## src/verilog/csr_pkg.sv

```systemverilog
package csr_pkg;

   localparam int xlen_p        = 64;
   localparam int vaddr_width_p = 39;

   typedef logic [11:0] csr_addr_t;

   localparam csr_addr_t csr_mstatus_c       = 12'h300;
   localparam csr_addr_t csr_misa_c          = 12'h301;
   localparam csr_addr_t csr_mie_c           = 12'h304;
   localparam csr_addr_t csr_mtvec_c         = 12'h305;
   localparam csr_addr_t csr_mcountinhibit_c = 12'h320;
   localparam csr_addr_t csr_mscratch_c      = 12'h340;
   localparam csr_addr_t csr_mepc_c          = 12'h341;
   localparam csr_addr_t csr_mcause_c        = 12'h342;
   localparam csr_addr_t csr_mtval_c         = 12'h343;
   localparam csr_addr_t csr_mip_c           = 12'h344;
   localparam csr_addr_t csr_mcycle_c        = 12'hb00;
   localparam csr_addr_t csr_minstret_c      = 12'hb02;
   localparam csr_addr_t csr_mvendorid_c     = 12'hf11;
   localparam csr_addr_t csr_marchid_c       = 12'hf12;
   localparam csr_addr_t csr_mimpid_c        = 12'hf13;
   localparam csr_addr_t csr_mhartid_c       = 12'hf14;

   typedef enum logic [1:0] {
      priv_u = 2'b00,
      priv_m = 2'b11
   } priv_e;

   typedef enum logic [3:0] {
      op_rw       = 4'd0,
      op_rs       = 4'd1,
      op_rc       = 4'd2,
      op_rwi      = 4'd3,
      op_rsi      = 4'd4,
      op_rci      = 4'd5,
      op_mret     = 4'd6,
      op_take_irq = 4'd7
   } csr_op_e;

   typedef enum logic [1:0] {
      kind_access,
      kind_mret,
      kind_irq,
      kind_none
   } cmd_kind_e;

   // Bit n set means exception cause n
   typedef logic [15:0] ecode_dec_t;

   typedef struct packed {
      logic [50:0] wpri_13;
      priv_e       mpp;
      logic [2:0]  wpri_8;
      logic        mpie;
      logic [2:0]  wpri_4;
      logic        mie;
      logic [2:0]  wpri_0;
   } mstatus_t;

   typedef struct packed {
      logic [51:0] wpri_12;
      logic        meie;
      logic [2:0]  wpri_8;
      logic        mtie;
      logic [2:0]  wpri_4;
      logic        msie;
      logic [2:0]  wpri_0;
   } mie_t;

   typedef struct packed {
      logic [51:0] wpri_12;
      logic        meip;
      logic [2:0]  wpri_8;
      logic        mtip;
      logic [2:0]  wpri_4;
      logic        msip;
      logic [2:0]  wpri_0;
   } mip_t;

   typedef struct packed {
      logic        interrupt;
      logic [58:0] wlrl_4;
      logic [3:0]  ecode;
   } mcause_t;

   typedef struct packed {
      logic [60:0] wpri_3;
      logic        ir;
      logic        tm;
      logic        cy;
   } mcountinhibit_t;

   typedef struct packed {
      logic                     trap_v;
      logic                     interrupt;
      logic                     eret;
      logic [vaddr_width_p-1:0] npc;
      priv_e                    priv_n;
   } trap_pkt_t;

   // RV64 with A, I, M and U
   localparam logic [xlen_p-1:0] misa_c    = 64'h8000_0000_0010_1101;
   localparam logic [xlen_p-1:0] marchid_c = 64'd13;
   localparam logic [xlen_p-1:0] mimpid_c  = 64'd1;

   // Lowest set bit wins; result is {valid, index}
   function automatic logic [4:0] prio_enc16(input logic [15:0] vec);
      logic [4:0] res;
      res = '0;
      for (int i = 15; i >= 0; i--)
      begin
         if (vec[i])
         begin
            res = {1'b1, 4'(i)};
         end
      end
      return res;
   endfunction

   // Set and clear with a zero operand leave the CSR untouched
   function automatic logic csr_op_writes(input csr_op_e op,
                                          input logic [xlen_p-1:0] operand);
      return (op == op_rw) || (op == op_rwi) || (operand != '0);
   endfunction

endpackage

```

## src/verilog/csr_if.sv

```systemverilog
`timescale 1ns/10ps

interface csr_dec_if
   import csr_pkg::*;
();

   logic              valid;
   cmd_kind_e         kind;
   csr_op_e           op;
   csr_addr_t         addr;
   logic [xlen_p-1:0] wdata;
   logic              illegal;
   priv_e             priv;

   modport master (
      output valid, kind, op, addr, wdata, illegal,
      input  priv
   );

   modport slave (
      input  valid, kind, op, addr, wdata, illegal,
      output priv
   );

endinterface

interface csr_wb_if
   import csr_pkg::*;
();

   logic              valid;
   logic [xlen_p-1:0] rdata;
   logic              illegal;
   trap_pkt_t         trap;

   modport master (output valid, rdata, illegal, trap);

   modport slave (input valid, rdata, illegal, trap);

endinterface

```

## src/verilog/csr_decode.sv

```systemverilog
`timescale 1ns/10ps

module csr_decode
   import csr_pkg::*;
(
   input  logic              clk_i,
   input  logic              rst_n_i,
   input  logic              cmd_v_i,
   input  csr_op_e           cmd_op_i,
   input  csr_addr_t         cmd_addr_i,
   input  logic [xlen_p-1:0] cmd_data_i,
   csr_dec_if.master         dec
);

   cmd_kind_e         kind;
   logic [xlen_p-1:0] operand;
   logic              addr_known;
   logic              addr_priv_bad;
   logic              addr_ro;
   logic              wr_req;
   logic              illegal;

   always_comb
   begin
      case (cmd_op_i)
         op_rw, op_rs, op_rc, op_rwi, op_rsi, op_rci: kind = kind_access;
         op_mret:     kind = kind_mret;
         op_take_irq: kind = kind_irq;
         default:     kind = kind_none;
      endcase
   end

   // Immediate forms carry a zero-extended 5-bit value
   assign operand = (cmd_op_i inside {op_rwi, op_rsi, op_rci})
                    ? xlen_p'(cmd_data_i[4:0]) : cmd_data_i;

   assign addr_known = cmd_addr_i inside {
      csr_mstatus_c, csr_misa_c, csr_mie_c, csr_mtvec_c, csr_mcountinhibit_c,
      csr_mscratch_c, csr_mepc_c, csr_mcause_c, csr_mtval_c, csr_mip_c,
      csr_mcycle_c, csr_minstret_c, csr_mvendorid_c, csr_marchid_c,
      csr_mimpid_c, csr_mhartid_c
   };

   // Address bits 9:8 give the lowest privilege allowed
   assign addr_priv_bad = cmd_addr_i[9:8] > 2'(dec.priv);
   assign addr_ro       = cmd_addr_i[11:10] == 2'b11;
   assign wr_req        = csr_op_writes(cmd_op_i, operand);

   always_comb
   begin
      case (kind)
         kind_access: illegal = !addr_known || addr_priv_bad || (addr_ro && wr_req);
         kind_mret:   illegal = dec.priv == priv_u;
         kind_irq:    illegal = 1'b0;
         default:     illegal = 1'b1;
      endcase
   end

   assign dec.valid   = cmd_v_i;
   assign dec.kind    = kind;
   assign dec.op      = cmd_op_i;
   assign dec.addr    = cmd_addr_i;
   assign dec.wdata   = operand;
   assign dec.illegal = illegal;

   // Core only issues defined operations
   assert property (@(posedge clk_i) disable iff (!rst_n_i)
      cmd_v_i |-> kind != kind_none);

endmodule

```

## src/verilog/csr_trap_ctrl.sv

```systemverilog
`timescale 1ns/10ps

module csr_trap_ctrl
   import csr_pkg::*;
(
   input  mstatus_t   mstatus_i,
   input  mie_t       mie_i,
   input  mip_t       mip_i,
   input  priv_e      priv_i,
   input  ecode_dec_t ecode_dec_i,
   output logic       irq_v_o,
   output logic [3:0] irq_code_o,
   output logic       exc_v_o,
   output logic [3:0] exc_code_o
);

   logic        gie;
   logic        msi_v;
   logic        mti_v;
   logic        mei_v;
   logic [15:0] irq_dec;

   // U mode can always be interrupted
   assign gie = mstatus_i.mie || (priv_i == priv_u);

   assign msi_v = mie_i.msie & mip_i.msip;
   assign mti_v = mie_i.mtie & mip_i.mtip;
   assign mei_v = mie_i.meie & mip_i.meip;

   // Same bit positions as the mcause codes
   assign irq_dec = {4'b0, mei_v, 3'b0, mti_v, 3'b0, msi_v, 3'b0} & {16{gie}};

   assign {irq_v_o, irq_code_o} = prio_enc16(irq_dec);
   assign {exc_v_o, exc_code_o} = prio_enc16(ecode_dec_i);

endmodule

```

## src/verilog/csr_execute.sv

```systemverilog
`timescale 1ns/10ps

module csr_execute
   import csr_pkg::*;
#(
   parameter logic [xlen_p-1:0] hart_id_p   = '0,
   parameter logic [xlen_p-1:0] reset_vec_p = '0
)
(
   input  logic                     clk_i,
   input  logic                     rst_n_i,
   csr_dec_if.slave                 dec,
   csr_wb_if.master                 wb,
   input  logic                     exception_v_i,
   input  logic [vaddr_width_p-1:0] exception_pc_i,
   input  logic [vaddr_width_p-1:0] exception_vaddr_i,
   input  ecode_dec_t               exception_ecode_dec_i,
   input  logic                     instret_i,
   input  logic                     timer_irq_i,
   input  logic                     software_irq_i,
   input  logic                     external_irq_i,
   output logic                     accept_irq_o
);

   priv_e             priv_r, priv_n;
   mstatus_t          mstatus_r, mstatus_n;
   mie_t              mie_r, mie_n;
   mip_t              mip_r, mip_n;
   mcause_t           mcause_r, mcause_n;
   mcountinhibit_t    mcountinhibit_r, mcountinhibit_n;
   logic [xlen_p-1:0] mtvec_r, mtvec_n;
   logic [xlen_p-1:0] mscratch_r, mscratch_n;
   logic [xlen_p-1:0] mepc_r, mepc_n;
   logic [xlen_p-1:0] mtval_r, mtval_n;
   logic [xlen_p-1:0] mcycle_r, mcycle_n;
   logic [xlen_p-1:0] minstret_r, minstret_n;

   logic [xlen_p-1:0] csr_rdata;
   logic [xlen_p-1:0] csr_wdata;
   mstatus_t          wr_status;
   mie_t              wr_ie;
   mcause_t           wr_cause;
   mcountinhibit_t    wr_inhibit;

   logic              irq_v;
   logic [3:0]        irq_code;
   logic              exc_v;
   logic [3:0]        exc_code;
   logic              cmd_ok;
   logic              exc_take;
   logic              irq_take;
   logic              ret_take;
   logic              wr_take;

   csr_trap_ctrl trap_ctrl_i (
      .mstatus_i   (mstatus_r),
      .mie_i       (mie_r),
      .mip_i       (mip_r),
      .priv_i      (priv_r),
      .ecode_dec_i (exception_ecode_dec_i),
      .irq_v_o     (irq_v),
      .irq_code_o  (irq_code),
      .exc_v_o     (exc_v),
      .exc_code_o  (exc_code)
   );

   assign cmd_ok   = dec.valid & ~dec.illegal;
   assign exc_take = exception_v_i & exc_v;
   assign irq_take = cmd_ok & (dec.kind == kind_irq) & irq_v;
   assign ret_take = cmd_ok & (dec.kind == kind_mret);
   assign wr_take  = cmd_ok & (dec.kind == kind_access) & csr_op_writes(dec.op, dec.wdata);

   always_comb
   begin
      case (dec.addr)
         csr_mstatus_c:       csr_rdata = mstatus_r;
         csr_misa_c:          csr_rdata = misa_c;
         csr_mie_c:           csr_rdata = mie_r;
         csr_mtvec_c:         csr_rdata = mtvec_r;
         csr_mcountinhibit_c: csr_rdata = mcountinhibit_r;
         csr_mscratch_c:      csr_rdata = mscratch_r;
         csr_mepc_c:          csr_rdata = mepc_r;
         csr_mcause_c:        csr_rdata = mcause_r;
         csr_mtval_c:         csr_rdata = mtval_r;
         csr_mip_c:           csr_rdata = mip_r;
         csr_mcycle_c:        csr_rdata = mcycle_r;
         csr_minstret_c:      csr_rdata = minstret_r;
         csr_marchid_c:       csr_rdata = marchid_c;
         csr_mimpid_c:        csr_rdata = mimpid_c;
         csr_mhartid_c:       csr_rdata = hart_id_p;
         default:             csr_rdata = '0;
      endcase
   end

   always_comb
   begin
      case (dec.op)
         op_rs, op_rsi: csr_wdata = csr_rdata | dec.wdata;
         op_rc, op_rci: csr_wdata = csr_rdata & ~dec.wdata;
         default:       csr_wdata = dec.wdata;
      endcase
   end

   assign wr_status  = mstatus_t'(csr_wdata);
   assign wr_ie      = mie_t'(csr_wdata);
   assign wr_cause   = mcause_t'(csr_wdata);
   assign wr_inhibit = mcountinhibit_t'(csr_wdata);

   always_comb
   begin
      priv_n          = priv_r;
      mstatus_n       = mstatus_r;
      mie_n           = mie_r;
      mcause_n        = mcause_r;
      mcountinhibit_n = mcountinhibit_r;
      mtvec_n         = mtvec_r;
      mscratch_n      = mscratch_r;
      mepc_n          = mepc_r;
      mtval_n         = mtval_r;
      mcycle_n        = mcountinhibit_r.cy ? mcycle_r : mcycle_r + xlen_p'(1);
      minstret_n      = mcountinhibit_r.ir ? minstret_r : minstret_r + xlen_p'(instret_i);

      // Pending bits follow the interrupt lines
      mip_n      = '0;
      mip_n.msip = software_irq_i;
      mip_n.mtip = timer_irq_i;
      mip_n.meip = external_irq_i;

      if (exc_take || irq_take)
      begin
         priv_n             = priv_m;
         mstatus_n.mpp      = priv_r;
         mstatus_n.mpie     = mstatus_r.mie;
         mstatus_n.mie      = 1'b0;
         mepc_n             = xlen_p'($signed(exception_pc_i));
         mcause_n           = '0;
         mcause_n.interrupt = irq_take;
         mcause_n.ecode     = irq_take ? irq_code : exc_code;
         mtval_n            = irq_take ? '0 : xlen_p'($signed(exception_vaddr_i));
      end
      else if (ret_take)
      begin
         priv_n         = mstatus_r.mpp;
         mstatus_n.mpp  = priv_u;
         mstatus_n.mpie = 1'b1;
         mstatus_n.mie  = mstatus_r.mpie;
      end
      else if (wr_take)
      begin
         case (dec.addr)
            csr_mstatus_c:
            begin
               mstatus_n      = '{mpp: priv_u, default: '0};
               mstatus_n.mie  = wr_status.mie;
               mstatus_n.mpie = wr_status.mpie;
               // Only M and U exist
               mstatus_n.mpp  = (wr_status.mpp == priv_m) ? priv_m : priv_u;
            end
            csr_mie_c:
               mie_n = '{msie: wr_ie.msie, mtie: wr_ie.mtie, meie: wr_ie.meie, default: '0};
            csr_mtvec_c:    mtvec_n    = csr_wdata;
            csr_mscratch_c: mscratch_n = csr_wdata;
            csr_mepc_c:     mepc_n     = csr_wdata;
            csr_mcause_c:
               mcause_n = '{interrupt: wr_cause.interrupt, ecode: wr_cause.ecode, default: '0};
            csr_mtval_c:    mtval_n    = csr_wdata;
            csr_mcycle_c:   mcycle_n   = csr_wdata;
            csr_minstret_c: minstret_n = csr_wdata;
            csr_mcountinhibit_c:
               mcountinhibit_n = '{cy: wr_inhibit.cy, ir: wr_inhibit.ir, default: '0};
            default:
            begin
               mtvec_n = mtvec_r;
            end
         endcase
      end
   end

   always_ff @(posedge clk_i)
   begin
      if (!rst_n_i)
      begin
         priv_r          <= priv_m;
         mstatus_r       <= '{mpp: priv_u, default: '0};
         mie_r           <= '0;
         mip_r           <= '0;
         mcause_r        <= '0;
         mcountinhibit_r <= '0;
         mtvec_r         <= reset_vec_p;
         mscratch_r      <= '0;
         mepc_r          <= '0;
         mtval_r         <= '0;
         mcycle_r        <= '0;
         minstret_r      <= '0;
      end
      else
      begin
         priv_r          <= priv_n;
         mstatus_r       <= mstatus_n;
         mie_r           <= mie_n;
         mip_r           <= mip_n;
         mcause_r        <= mcause_n;
         mcountinhibit_r <= mcountinhibit_n;
         mtvec_r         <= mtvec_n;
         mscratch_r      <= mscratch_n;
         mepc_r          <= mepc_n;
         mtval_r         <= mtval_n;
         mcycle_r        <= mcycle_n;
         minstret_r      <= minstret_n;
      end
   end

   assign accept_irq_o = irq_v;
   assign dec.priv     = priv_r;

   // Read data is the value before this command's write
   assign wb.valid   = dec.valid;
   assign wb.rdata   = csr_rdata;
   assign wb.illegal = dec.valid & dec.illegal;
   assign wb.trap    = '{trap_v:    exc_take,
                         interrupt: irq_take,
                         eret:      ret_take,
                         npc:       ret_take ? mepc_r[vaddr_width_p-1:0]
                                             : mtvec_r[vaddr_width_p-1:0],
                         priv_n:    priv_n};

   // Core keeps commands and exceptions apart
   assert property (@(posedge clk_i) disable iff (!rst_n_i)
      !(dec.valid && exception_v_i));

   assert property (@(posedge clk_i) disable iff (!rst_n_i)
      $onehot0({wb.trap.trap_v, wb.trap.interrupt, wb.trap.eret}));

endmodule

```

## src/verilog/csr_result.sv

```systemverilog
`timescale 1ns/10ps

module csr_result
   import csr_pkg::*;
(
   input  logic                     clk_i,
   input  logic                     rst_n_i,
   csr_wb_if.slave                  wb,
   output logic                     v_o,
   output logic [xlen_p-1:0]        data_o,
   output logic                     illegal_instr_o,
   output logic                     trap_v_o,
   output logic                     trap_interrupt_o,
   output logic                     eret_o,
   output logic [vaddr_width_p-1:0] trap_npc_o,
   output priv_e                    priv_mode_o
);

   logic priv_upd;

   assign priv_upd = wb.trap.trap_v | wb.trap.interrupt | wb.trap.eret;

   always_ff @(posedge clk_i)
   begin
      if (!rst_n_i)
      begin
         v_o              <= 1'b0;
         illegal_instr_o  <= 1'b0;
         trap_v_o         <= 1'b0;
         trap_interrupt_o <= 1'b0;
         eret_o           <= 1'b0;
         priv_mode_o      <= priv_m;
      end
      else
      begin
         v_o              <= wb.valid;
         illegal_instr_o  <= wb.illegal;
         trap_v_o         <= wb.trap.trap_v;
         trap_interrupt_o <= wb.trap.interrupt;
         eret_o           <= wb.trap.eret;
         if (priv_upd)
         begin
            priv_mode_o <= wb.trap.priv_n;
         end
      end
   end

   always_ff @(posedge clk_i)
   begin
      data_o     <= wb.rdata;
      trap_npc_o <= wb.trap.npc;
   end

endmodule

```

## src/verilog/csr_unit.sv

```systemverilog
`timescale 1ns/10ps

module csr_unit
   import csr_pkg::*;
#(
   parameter logic [xlen_p-1:0] hart_id_p   = '0,
   parameter logic [xlen_p-1:0] reset_vec_p = '0
)
(
   input  logic                     clk_i,
   input  logic                     rst_n_i,
   input  logic                     cmd_v_i,
   input  csr_op_e                  cmd_op_i,
   input  csr_addr_t                cmd_addr_i,
   input  logic [xlen_p-1:0]        cmd_data_i,
   input  logic                     exception_v_i,
   input  logic [vaddr_width_p-1:0] exception_pc_i,
   input  logic [vaddr_width_p-1:0] exception_vaddr_i,
   input  ecode_dec_t               exception_ecode_dec_i,
   input  logic                     instret_i,
   input  logic                     timer_irq_i,
   input  logic                     software_irq_i,
   input  logic                     external_irq_i,
   output logic                     accept_irq_o,
   output logic                     v_o,
   output logic [xlen_p-1:0]        data_o,
   output logic                     illegal_instr_o,
   output logic                     trap_v_o,
   output logic                     trap_interrupt_o,
   output logic                     eret_o,
   output logic [vaddr_width_p-1:0] trap_npc_o,
   output priv_e                    priv_mode_o
);

   csr_dec_if dec_bus ();
   csr_wb_if  wb_bus ();

   csr_decode decode_i (
      .clk_i      (clk_i),
      .rst_n_i    (rst_n_i),
      .cmd_v_i    (cmd_v_i),
      .cmd_op_i   (cmd_op_i),
      .cmd_addr_i (cmd_addr_i),
      .cmd_data_i (cmd_data_i),
      .dec        (dec_bus)
   );

   csr_execute #(
      .hart_id_p   (hart_id_p),
      .reset_vec_p (reset_vec_p)
   ) execute_i (
      .clk_i                 (clk_i),
      .rst_n_i               (rst_n_i),
      .dec                   (dec_bus),
      .wb                    (wb_bus),
      .exception_v_i         (exception_v_i),
      .exception_pc_i        (exception_pc_i),
      .exception_vaddr_i     (exception_vaddr_i),
      .exception_ecode_dec_i (exception_ecode_dec_i),
      .instret_i             (instret_i),
      .timer_irq_i           (timer_irq_i),
      .software_irq_i        (software_irq_i),
      .external_irq_i        (external_irq_i),
      .accept_irq_o          (accept_irq_o)
   );

   csr_result result_i (
      .clk_i            (clk_i),
      .rst_n_i          (rst_n_i),
      .wb               (wb_bus),
      .v_o              (v_o),
      .data_o           (data_o),
      .illegal_instr_o  (illegal_instr_o),
      .trap_v_o         (trap_v_o),
      .trap_interrupt_o (trap_interrupt_o),
      .eret_o           (eret_o),
      .trap_npc_o       (trap_npc_o),
      .priv_mode_o      (priv_mode_o)
   );

endmodule

```

## config.mk

```make
export PLATFORM = sky130hd
export DESIGN_NAME = csr_unit
export DESIGN_NICKNAME = d
export VERILOG_FILES = /design/src/verilog/csr_pkg.sv /design/src/verilog/csr_if.sv /design/src/verilog/csr_decode.sv /design/src/verilog/csr_trap_ctrl.sv /design/src/verilog/csr_execute.sv /design/src/verilog/csr_result.sv /design/src/verilog/csr_unit.sv
export SDC_FILE = /design/constraint.sdc
export NUM_CORES = 1
export LEC_CHECK = 0
export BUFFER_PORTS_ARGS = -buffer_cell sky130_fd_sc_hd__buf_4
export CORE_MARGIN = 4
export CORE_UTILIZATION = 35
export DETAILED_ROUTE_END_ITERATION = 12
export PLACE_DENSITY = 0.53
export SETUP_SLACK_MARGIN = 0.5
export SLEW_MARGIN = 20
export SYNTH_ARGS = -nofsm -noshare
export SYNTH_HDL_FRONTEND = slang
export SYNTH_SLANG_ARGS = --single-unit
```

## constraint.sdc

```tcl
create_clock -name clk_i -period 2.55 [get_ports clk_i]
set_clock_uncertainty 0.05 [all_clocks]
set_input_delay 0.51 -clock clk_i [delete_from_list [all_inputs] [get_ports clk_i]]
set_output_delay 0.51 -clock clk_i [all_outputs]
set_load 0.1 [all_outputs]
```

# Word level (Yosys, flattened, before mapping)
# Memory sizes are Yosys's and may differ from the RTL's.
# Cells that the tools add are included.
# totals
register_bits	513
latchBits	0
ram_bits	0
rom_bits	16
in_bits	182
out_inout_bits	111
wordCells	185
memories	1
# memory_table
memory	words	word_bits	rd	rd_clocked_by_memory_dff	write_ports	line	source
(name not given)	8	2	1	0	0	csr_decode.sv:25	case (cmd_op_i)
# classes
addsub	2
n_mul	0
div	0
order_cmp	1
n_eq_ne	26
shifts	0
n_mux	72
bitwise_logic	21
n_reduce_logical	34
# ops
op	count
$mux 64	24
$pmux 64 s14	1
$mux 5	32
$pmux 64 s2	1
$eq 12x10->1 const B	10
$eq 12x12->1 const B	6
$add 64x1->64	1
$add 64x1->64 const B	1
$and 64x64->64	1
$not 64->64	1
$or 64x64->64	1
$reduce_bool 64->1	1
$mux 39	1
$mux 13	2
$and 12x16->16	1
$reduce_and 4->1	4
$reduce_bool 16->1	1
$mux 2	6
$reduce_bool 2->1	6
$and 1x1->1	11
$reduce_and 3->1	3
$reduce_bool 3->1	3
$eq 4x2->1 const B	2
$eq 4x3->1 const B	2
other kinds (17)	34

# Longest topological paths before layout
# Gate-level depths: netlist of run 1.
# logic_depth
ltp_word	23
mapped_depth	12

# By module
# A second synthesis of run 1 with hierarchy kept.
# unflattened
hier_cells	3341
hier_area_um2	26198.9
# by_module_without_submodules
mod	n_inst	cells_each	area_each_um2	seq_area_each_um2
csr_execute	1	3024	22704.3	8067.7
csr_result	1	121	2279.7	2202.1
csr_decode	1	152	975.9	0.0
csr_trap_ctrl	1	44	239.0	0.0

# Worst setup path before layout of run 1
# No wires, ideal clock.
# synth_timing
kind	input to register
from	in cmd_addr_i[10]
to	reg execute_i.minstret_r[57]
setup_time_ns	0.146
arrival_ns	2.465
required_time_ns	2.354
slack_ns	-0.111
path_stages	12
path_buffers	6
cell_sequence	buf_6 > or4b_1 > buf_2 > or2_1 > buf_6 > buf_6 > nor2_2 > nand4_2 > buf_6 > buf_2 > nor2_1 > a211oi_2
# synth_between
elab_chain_len	13
elab_cells_between_ends	39
cone_classes	eq/ne: 17; mux: 7; bitwise: 9; reduce/logical: 6
# synth_lines
element	line	source
from (decl)	csr_unit.sv:14	input csr_addr_t cmd_addr_i,
$eq 12x10->1 (tied with other cells)	csr_decode.sv:37, csr_execute.sv:75	
$reduce_bool 16->1	csr_decode.sv:37	assign addr_known = cmd_addr_i inside {
$logic_not 1->1	csr_decode.sv:52	kind_access: illegal = !addr_known || addr_priv_bad || (addr_ro && wr_req);
$logic_or 1x1->1 (2 in series)	csr_decode.sv:52	
$pmux 1 s3	csr_decode.sv:51	case (kind)
$not 1->1	csr_execute.sv:67	assign cmd_ok = dec.valid & ~dec.illegal;
$and 1x1->1	csr_execute.sv:67	
$and 1x1->1 (2 in series)	csr_execute.sv:71	assign wr_take = cmd_ok & (dec.kind == kind_access) & csr_op_writes(dec.op, dec.wdata);
$mux 64	csr_execute.sv:148	else if (wr_take)
$mux 64	csr_execute.sv:141	else if (ret_take)
$mux 64 (*)	csr_execute.sv:129	if (exc_take || irq_take)
to (signal assigned)	csr_execute.sv:209	minstret_r <= minstret_n;
to (decl)	csr_execute.sv:36	logic [xlen_p-1:0] minstret_r, minstret_n;
# Every way passes the cells marked *; elsewhere a longest branch is shown, timed or not.
# A chain may end at the register's enable or synchronous reset.

# Final worst setup path of run 1
# layout_timing
from	reg execute_i.priv_r[1] (netlist: execute_i.dec.priv[1])
to	reg execute_i.mcycle_r[3]
# layout_between
elab_chain_len	22
elab_cells_between_ends	34
cone_classes	order compare: 1; mux: 20; bitwise: 8; reduce/logical: 5
# layout_lines
element	line	source
from (decl)	csr_execute.sv:25	priv_e priv_r, priv_n;
from (signal assigned)	csr_execute.sv:183	priv_r <= priv_m;
from (signal assigned)	csr_execute.sv:198	priv_r <= priv_n;
$logic_not 2->1	csr_decode.sv:53, csr_trap_ctrl.sv:24	
$logic_or 1x1->1	csr_trap_ctrl.sv:24	assign gie = mstatus_i.mie || (priv_i == priv_u);
$and 12x16->16	csr_trap_ctrl.sv:31	assign irq_dec = {4'b0, mei_v, 3'b0, mti_v, 3'b0, msi_v, 3'b0} & {16{gie}};
$mux 5 (16 in series)	csr_pkg.sv:113	if (vec[i])
$and 1x1->1	csr_execute.sv:69	assign irq_take = cmd_ok & (dec.kind == kind_irq) & irq_v;
$logic_or 1x1->1	csr_execute.sv:129	
$mux 64 (*)	csr_execute.sv:129	
to (signal assigned)	csr_execute.sv:208	mcycle_r <= mcycle_n;
to (decl)	csr_execute.sv:35	logic [xlen_p-1:0] mcycle_r, mcycle_n;
# Marks and branches as above.

==> results of run 1 <==
report_power, final:
group          total (mW)  internal, mW  switching, mW  leakage, nW
Sequential           8.30          8.18          0.117         4.16
Clock                9.24          5.50           3.74         1.03
Combinational        2.65          1.03           1.62         11.6
logic make-up after synthesis:
kind of cell / Yosys count / share of synthesized area
compound gates: 827 / 0.245
xor+xnor: 127 / 0.0427
fa+ha+maj: 5 / 0.00240
buf+inv: 289 / 0.0523
flops: 513 / 0.394
mux: 85 / 0.0336
simple gates: 1257 / 0.229
critical path, cell delays in order, from the launching register on:
cell,delay [ps]
dfxtp_2,350
inv_4,50
ha_4,210
nor2b_4,120
o211ai_1,260
nand3_2,150
buf_6,170
a21oi_4,190
buf_12,140
buf_8,100
nand4_4,120
buf_12,220
buf_4,160
buf_16,150
nor2_4,110
a211oi_2,50
cell usage after synthesis (all sizes together) (5+ instances only):
| cell type | n | area share |
|---|---|---|
| a211oi | 122 | 0.047 |
| a21oi | 230 | 0.044 |
| a221o | 31 | 0.013 |
| a221oi | 5 | 0.0019 |
| a222oi | 13 | 0.0050 |
| a22o | 58 | 0.025 |
| a22oi | 49 | 0.014 |
| a31oi | 11 | 0.0031 |
| a32o | 5 | 0.0020 |
| a32oi | 6 | 0.0020 |
| and2 | 14 | 0.0034 |
| and3 | 21 | 0.0050 |
| and4 | 13 | 0.0044 |
| buf | 99 | 0.025 |
| clkbuf | 165 | 0.024 |
| dfxtp | 513 | 0.39 |
| ha | 5 | 0.0024 |
| inv | 24 | 0.0035 |
| mux2 | 20 | 0.0086 |
| mux2i | 65 | 0.025 |
| nand2 | 543 | 0.078 |
| nand2b | 16 | 0.0038 |
| nand3 | 140 | 0.027 |
| nand4 | 92 | 0.023 |
| nand4b | 7 | 0.0029 |
| nor2 | 259 | 0.038 |
| nor3 | 57 | 0.012 |
| nor4 | 38 | 0.014 |
| nor4b | 6 | 0.0031 |
| o2111ai | 25 | 0.0084 |
| o211ai | 40 | 0.012 |
| o21ai | 142 | 0.027 |
| o221ai | 41 | 0.020 |
| o2bb2ai | 17 | 0.0088 |
| o31ai | 8 | 0.0036 |
| or2 | 18 | 0.0043 |
| or3 | 5 | 0.0012 |
| xnor2 | 70 | 0.024 |
| xor2 | 57 | 0.019 |
metrics by stage:
stage	util	worst slack (ps)	hold slack [ps]	cells	area [sq um]
floorplan	-	-59.7	377	3103	26800
global placement	0.460	-793	384	4616	33700
detailed placement	0.460	-781	394	4616	33700
CTS	0.539	-111	56.7	4835	39500
global route	0.573	-296	82.8	4872	42000
finish	0.573	-209	82.0	4874	42000
worst paths after layout:
path	end	cells after the start
hold / removal	execute_i.mepc_r[18]	3
setup / recovery	execute_i.mcycle_r[3]	15
hold reg to reg	execute_i.mepc_r[41]	2
setup reg to reg	execute_i.mcycle_r[3]	15
layer usage:
metal,wire length (um),part of all wire
met1,53800,0.39
met2,62100,0.45
met3,13400,0.098
met4,7510,0.055
met5,0,0
state kept, by name (all words and copies together), names as in the netlist, 2 cells and up:
signal,cells
execute_i.mscratch_r,64
execute_i.mtvec_r,64
execute_i.mcountinhibit_r,2
execute_i.mstatus_r,4
execute_i.mie_r,3
execute_i.mip_r,3
result_i.priv_mode_o,2
execute_i.mtval_r,64
execute_i.dec.priv,2
execute_i.mepc_r,64
execute_i.mcause_r,5
result_i.trap_npc_o,39
result_i.data_o,64
execute_i.mcycle_r,64
execute_i.minstret_r,64
layout make-up:
type / instances / area, sq um / area share
diodes: 2 / 5.00 / 0.000119
clock buffers: 85 / 1770 / 0.0421
clock inverters: 22 / 312 / 0.00742
inverters: 25 / 104 / 0.00247
multi-input cells: 2301 / 18200 / 0.433
flip-flops and latches: 513 / 10300 / 0.245
well taps: 959 / 1200 / 0.0286
repair buffers: 967 / 10200 / 0.242
timing repair:
item                                   in CTS  in global routing
setup endpoints to repair                 460                448
pin swaps                                 221                199
endpoints found under the hold margin       3                  0
buffers inserted                           58                 22
hold buffers                                3                  0
resized for setup                         485                512
gates cloned                               51                 15
==> flow_metrics.py, run 1 <==
metrics = {
    "synthesis": {
        "synthCells": 3103,
        "syn_avg_cell_area_sq_um": 8.39,
        "ys_types": 104,
        "synth-edff-count": 0,
        "synth_warnings": 0,
        "async_flop_share": 0,
        "synthesis.area_sq_um": 26000,
        "yosysSeqAreaShare": 0.394,
        "synthFlopType": "dfxtp_1",
        "synth-seq-cells": 513,
        "synth_fp_nets": 3290,
    },
    "critical_path": {
        "cp-start-kind": "flop",
        "arrival_ps": 3230,
        "endpoint_kind": "flop",
        "timing.rr.start": "execute_i.dec.priv[1]",
        "path_max_fanout": 8,
        "reg2reg_setup_slack_ps": -210,
        "cp.required_ps": 3020,
        "crit_type": "reg -> reg",
        "crit_start": "execute_i.dec.priv[1]",
    },
    "status": {
        "violations": "setup timing",
        "status": "finished, violations left",
    },
    "grt": {
        "grt_max_degree": 75,
        "met3_usage": 0.0656,
        "use_met1": 0.418,
        "grt_pass1_vias": 29000,
        "grt-busiest-layer": "met2",
        "antenna_found_initial": 6,
        "grt_pass1_wl_um": 193000,
        "grt_overflow": 0,
        "track_usage": 0.324,
        "grtUsageMet2": 0.521,
    },
    "worst_hold_path": {
        "min_from": "exception_pc_i[18]",
        "hold_class": "in -> reg",
    },
    "detailed_routing": {
        "drc": 0,
        "route.vias.total": 29600,
        "ant_nets": 0,
        "first_pass_iters": 8,
        "wirelength_um": 137000,
        "wl_per_cell_um": 28.1,
        "drt_iter0_drc": 3262,
        "detail_route.vias_per_cell": 6.07,
    },
    "cells_and_area": {
        "final_common_cell": "buf_4",
        "fin_nets": 4055,
        "area_growth_pct": 61.3,
        "drive_gt1_frac": 0.487,
        "fillers": 6412,
        "mostFrequentLayoutCells": "buf_4 (737), dfxtp_1 (510), nand2_1 (297)",
    },
    "job": {
        "max_cap_viol_count": 0,
    },
    "power_and_ir_drop": {
        "power_leakage_nw": 16.8,
        "vdd_drop_max_mv": 0.514,
        "p_per_area_nw_per_um2": 481,
        "power_mw": 20.2,
    },
    "clock_network": {
        "root_buffer": "clkbuf_16",
        "clkLatencyLatePin_ps": 660,
        "clk_path_buf_depth": 3,
        "clk_pin_slew_worst_paths_ps": 60,
        "cts_htree_levels": 2,
        "cts_tree": "done",
        "cts_buffers": 60,
        "cts_sinks": 513,
    },
    "sta": {
        "rsz0062_at_grt": "true",
        "setup_ws_ps": -209,
        "slew_headroom": 0.516,
        "fin_crit_sh": 1.08,
        "slew_violations": 0,
        "hold_violations": 0,
        "final.min_clock_period_ps": 2760,
        "tightest_slew_ps": 725,
        "setup_violations": 401,
        "tns_ps": -36810,
        "fmax_mhz": 362,
    },
    "floorplanning": {
        "rows": 99,
        "start_util": 0.355,
        "fp.dieW_um": 281,
        "die_area_sq_um": 78800,
        "fp.dieH_um": 281,
        "core_sq_um": 73300,
        "ios": 293,
    },
    "place": {
        "dp.final_hpwl_um": 87400,
        "io_buffers": 292,
        "gp_congestion": 0.934,
    },
}
No activity file was read; power rests on OpenSTA's default activity.
==> run 2, diff against run 1 <==
--- a/config.mk
+++ b/config.mk
@@ -6,6 +6,7 @@
 export NUM_CORES = 1
 export LEC_CHECK = 0
 export BUFFER_PORTS_ARGS = -buffer_cell sky130_fd_sc_hd__buf_4
+export CORE_ASPECT_RATIO = 1.5
 export CORE_MARGIN = 4
 export CORE_UTILIZATION = 35
 export DETAILED_ROUTE_END_ITERATION = 12
==> flow_metrics.py, run 2 (synthesis gave the netlist of run 1 again) <==
metrics = {
    "sta": {
        "slew_headroom": 0.558,
        "final.min_clock_period_ps": 2720,
        "rsz0062_at_grt": "true",
        "fin_crit_sh": 1.07,
        "setup_ws_ps": -174,
        "slew_violations": 0,
        "tightest_slew_ps": 656,
        "fmax_mhz": 367,
        "setup_violations": 140,
        "tns_ps": -3250,
        "hold_violations": 0,
    },
    "clock_network": {
        "clkLatencyLatePin_ps": 650,
        "cts_tree": "done",
        "root_buffer": "clkbuf_16",
        "cts_sinks": 513,
        "cts_htree_levels": 2,
        "cts_hold_buffers": 0,
        "clk_path_buf_depth": 3,
        "cts_buffers": 52,
        "clk_pin_slew_worst_paths_ps": 70,
    },
    "status": {
        "status": "finished, violations left",
        "violations": "setup timing",
    },
    "grt": {
        "grt_pass1_vias": 29000,
        "antenna_found_initial": 1,
        "grt_pass1_wl_um": 191000,
        "track_usage": 0.318,
        "grt_max_degree": 106,
        "grt_overflow": 0,
    },
    "detailed_routing": {
        "route.vias.total": 29000,
        "wl_per_cell_um": 27.4,
        "drt_iter0_drc": 3138,
        "ant_nets": 0,
        "drc": 0,
        "first_pass_iters": 7,
        "wirelength_um": 134000,
        "detail_route.vias_per_cell": 5.94,
    },
    "power_and_ir_drop": {
        "combPwrFrac": 0.141,
        "pwr-share-clk": 0.425,
        "p_int_mw": 13.8,
        "power_leakage_nw": 15.3,
        "p_sw_frac": 0.278,
        "power_frac_seq": 0.433,
        "vdd_drop_max_mv": 0.526,
        "p_per_area_nw_per_um2": 486,
        "p_switching_mw": 5.32,
    },
    "cells_and_area": {
        "area_growth_pct": 51.2,
        "multi_input_area_sq_um": 16400,
        "fin_nets": 4043,
        "final_common_cell": "buf_4",
        "seqCellArea_sq_um": 10300,
        "drive_gt1_frac": 0.392,
        "mostFrequentLayoutCells": "buf_4 (763), nand2_1 (528), dfxtp_1 (508)",
        "finalNonFillerCells": 4888,
        "fillers": 6621,
    },
    "floorplanning": {
        "die_area_sq_um": 78900,
        "fp.dieW_um": 231,
        "rows": 122,
        "core_sq_um": 73700,
        "fp.dieH_um": 342,
        "start_util": 0.353,
        "ios": 293,
    },
    "place": {
        "dp.final_hpwl_um": 88600,
        "gp_congestion": 0.941,
        "io_buffers": 292,
        "dp_cells": 4670,
    },
    "critical_path": {
        "crit_top_cell": "buf_12",
        "cpLargestDelayFamily": "simple AND/OR/NAND/NOR gates",
        "crit_type": "in -> reg",
        "critPathSlowestCell": "nor4_4",
        "arrival_ps": 3190,
        "cp.required_ps": 3020,
        "cp_cell_sequence": "buf_12 -> nor4_4 -> buf_4 -> nand4_1 -> nor4_4 -> buf_6 -> a21oi_4 -> buf_12 -> nand4_4 -> buf_4 -> buf_6 -> buf_12 -> nor2_1 -> a211oi_1",
        "cp_num_buf_inv": 7,
        "endpoint_kind": "flop",
        "path_max_fanout": 7,
        "reg2reg_setup_slack_ps": -50,
        "cpPeakStageDelay_ps": 380,
        "cp-start-kind": "primary input",
    },
    "worst_hold_path": {
        "hold_class": "in -> reg",
    },
    "job": {
        "max_cap_viol_count": 0,
    },
}
[run 2: cell count changes in the layout (fill, tap and decap cells not counted), moves of 30 or more]
cell,previous run,this run
a211oi_2,111,81
a21oi_1,101,190
nor2_4,74,42
nand2_2,73,2
a21oi_2,127,29
nand2_1,297,528
nand2_4,173,13
a211oi_1,10,40
[run 2: worst reg2reg max path, stage by stage (launching register included)]
cell and delay (ps):
dfxtp_2 340, buf_4 150, o21ba_4 200, nor4_4 310, buf_4 200, a211oi_4 50, buf_12 140, buf_12 130
nand4_4 150, buf_4 150, buf_6 120, buf_12 140, nor2_1 50, a211oi_1 310
[run 2: final timing paths]
kind | cells past startpoint | to | startpoint
max reg2reg | 13 | execute_i.minstret_r[2] | execute_i.dec.priv[0]
max | 14 | execute_i.minstret_r[2] | cmd_data_i[27]
min | 2 | execute_i.mip_r[3] | software_irq_i
min reg2reg | 2 | result_i.priv_mode_o[0] | result_i.priv_mode_o[0]
[run 2: routing by layer]
layer / vias up / part of all wire / global-route usage
met4: 0 / 0.080 / 0.194
met1: 14100 / 0.38 / 0.381
met3: 505 / 0.077 / 0.0513
met2: 1626 / 0.46 / 0.533
met5: - / 0 / 0
li1: 12800 / - / -
[run 2: repair_timing]
action                                  CTS  global route
endpoints found under the setup margin  452           448
resized for setup                       223           199
gates cloned                             35            14
pin swaps                                59            66
setup buffers                            53            22
[run 2: area by class of cell]
type,count,area share
diodes,1,0.0000636
clock buffers,70,0.0368
clock inverters,23,0.00734
inverters,25,0.00257
multi-input cells,2303,0.416
flip-flops and latches,513,0.261
well taps,992,0.0315
repair buffers,961,0.244
[run 2: metrics by stage]
| stage | util | hold WS, ps | area (sq um) | power, mW | worst slack, ps |
|---|---|---|---|---|---|
| 2_1_floorplan | - | 377 | 26800 | 9.44 | -59.7 |
| 3_3_place_gp | 0.461 | 388 | 34000 | 10.7 | -1090 |
| 3_5_place_dp | 0.461 | 388 | 34000 | 10.8 | -1140 |
| 4_1_cts | 0.517 | 28.1 | 38100 | 19.0 | 15.2 |
| 5_1_grt | 0.534 | 49.7 | 39400 | 19.6 | -148 |
| 6_report | 0.534 | 51.8 | 39400 | 19.1 | -174 |
[run 2: power by group through the flow]
stage / logic (mW) / clock network [mW] / registers [mW]
after global placement: 2.27 / 0 / 8.46
final: 2.71 / 8.14 / 8.30
after CTS: 2.50 / 8.22 / 8.29
after detailed placement: 2.29 / 0 / 8.46
after floorplan: 0.978 / 0 / 8.46
after global routing: 2.80 / 8.51 / 8.31
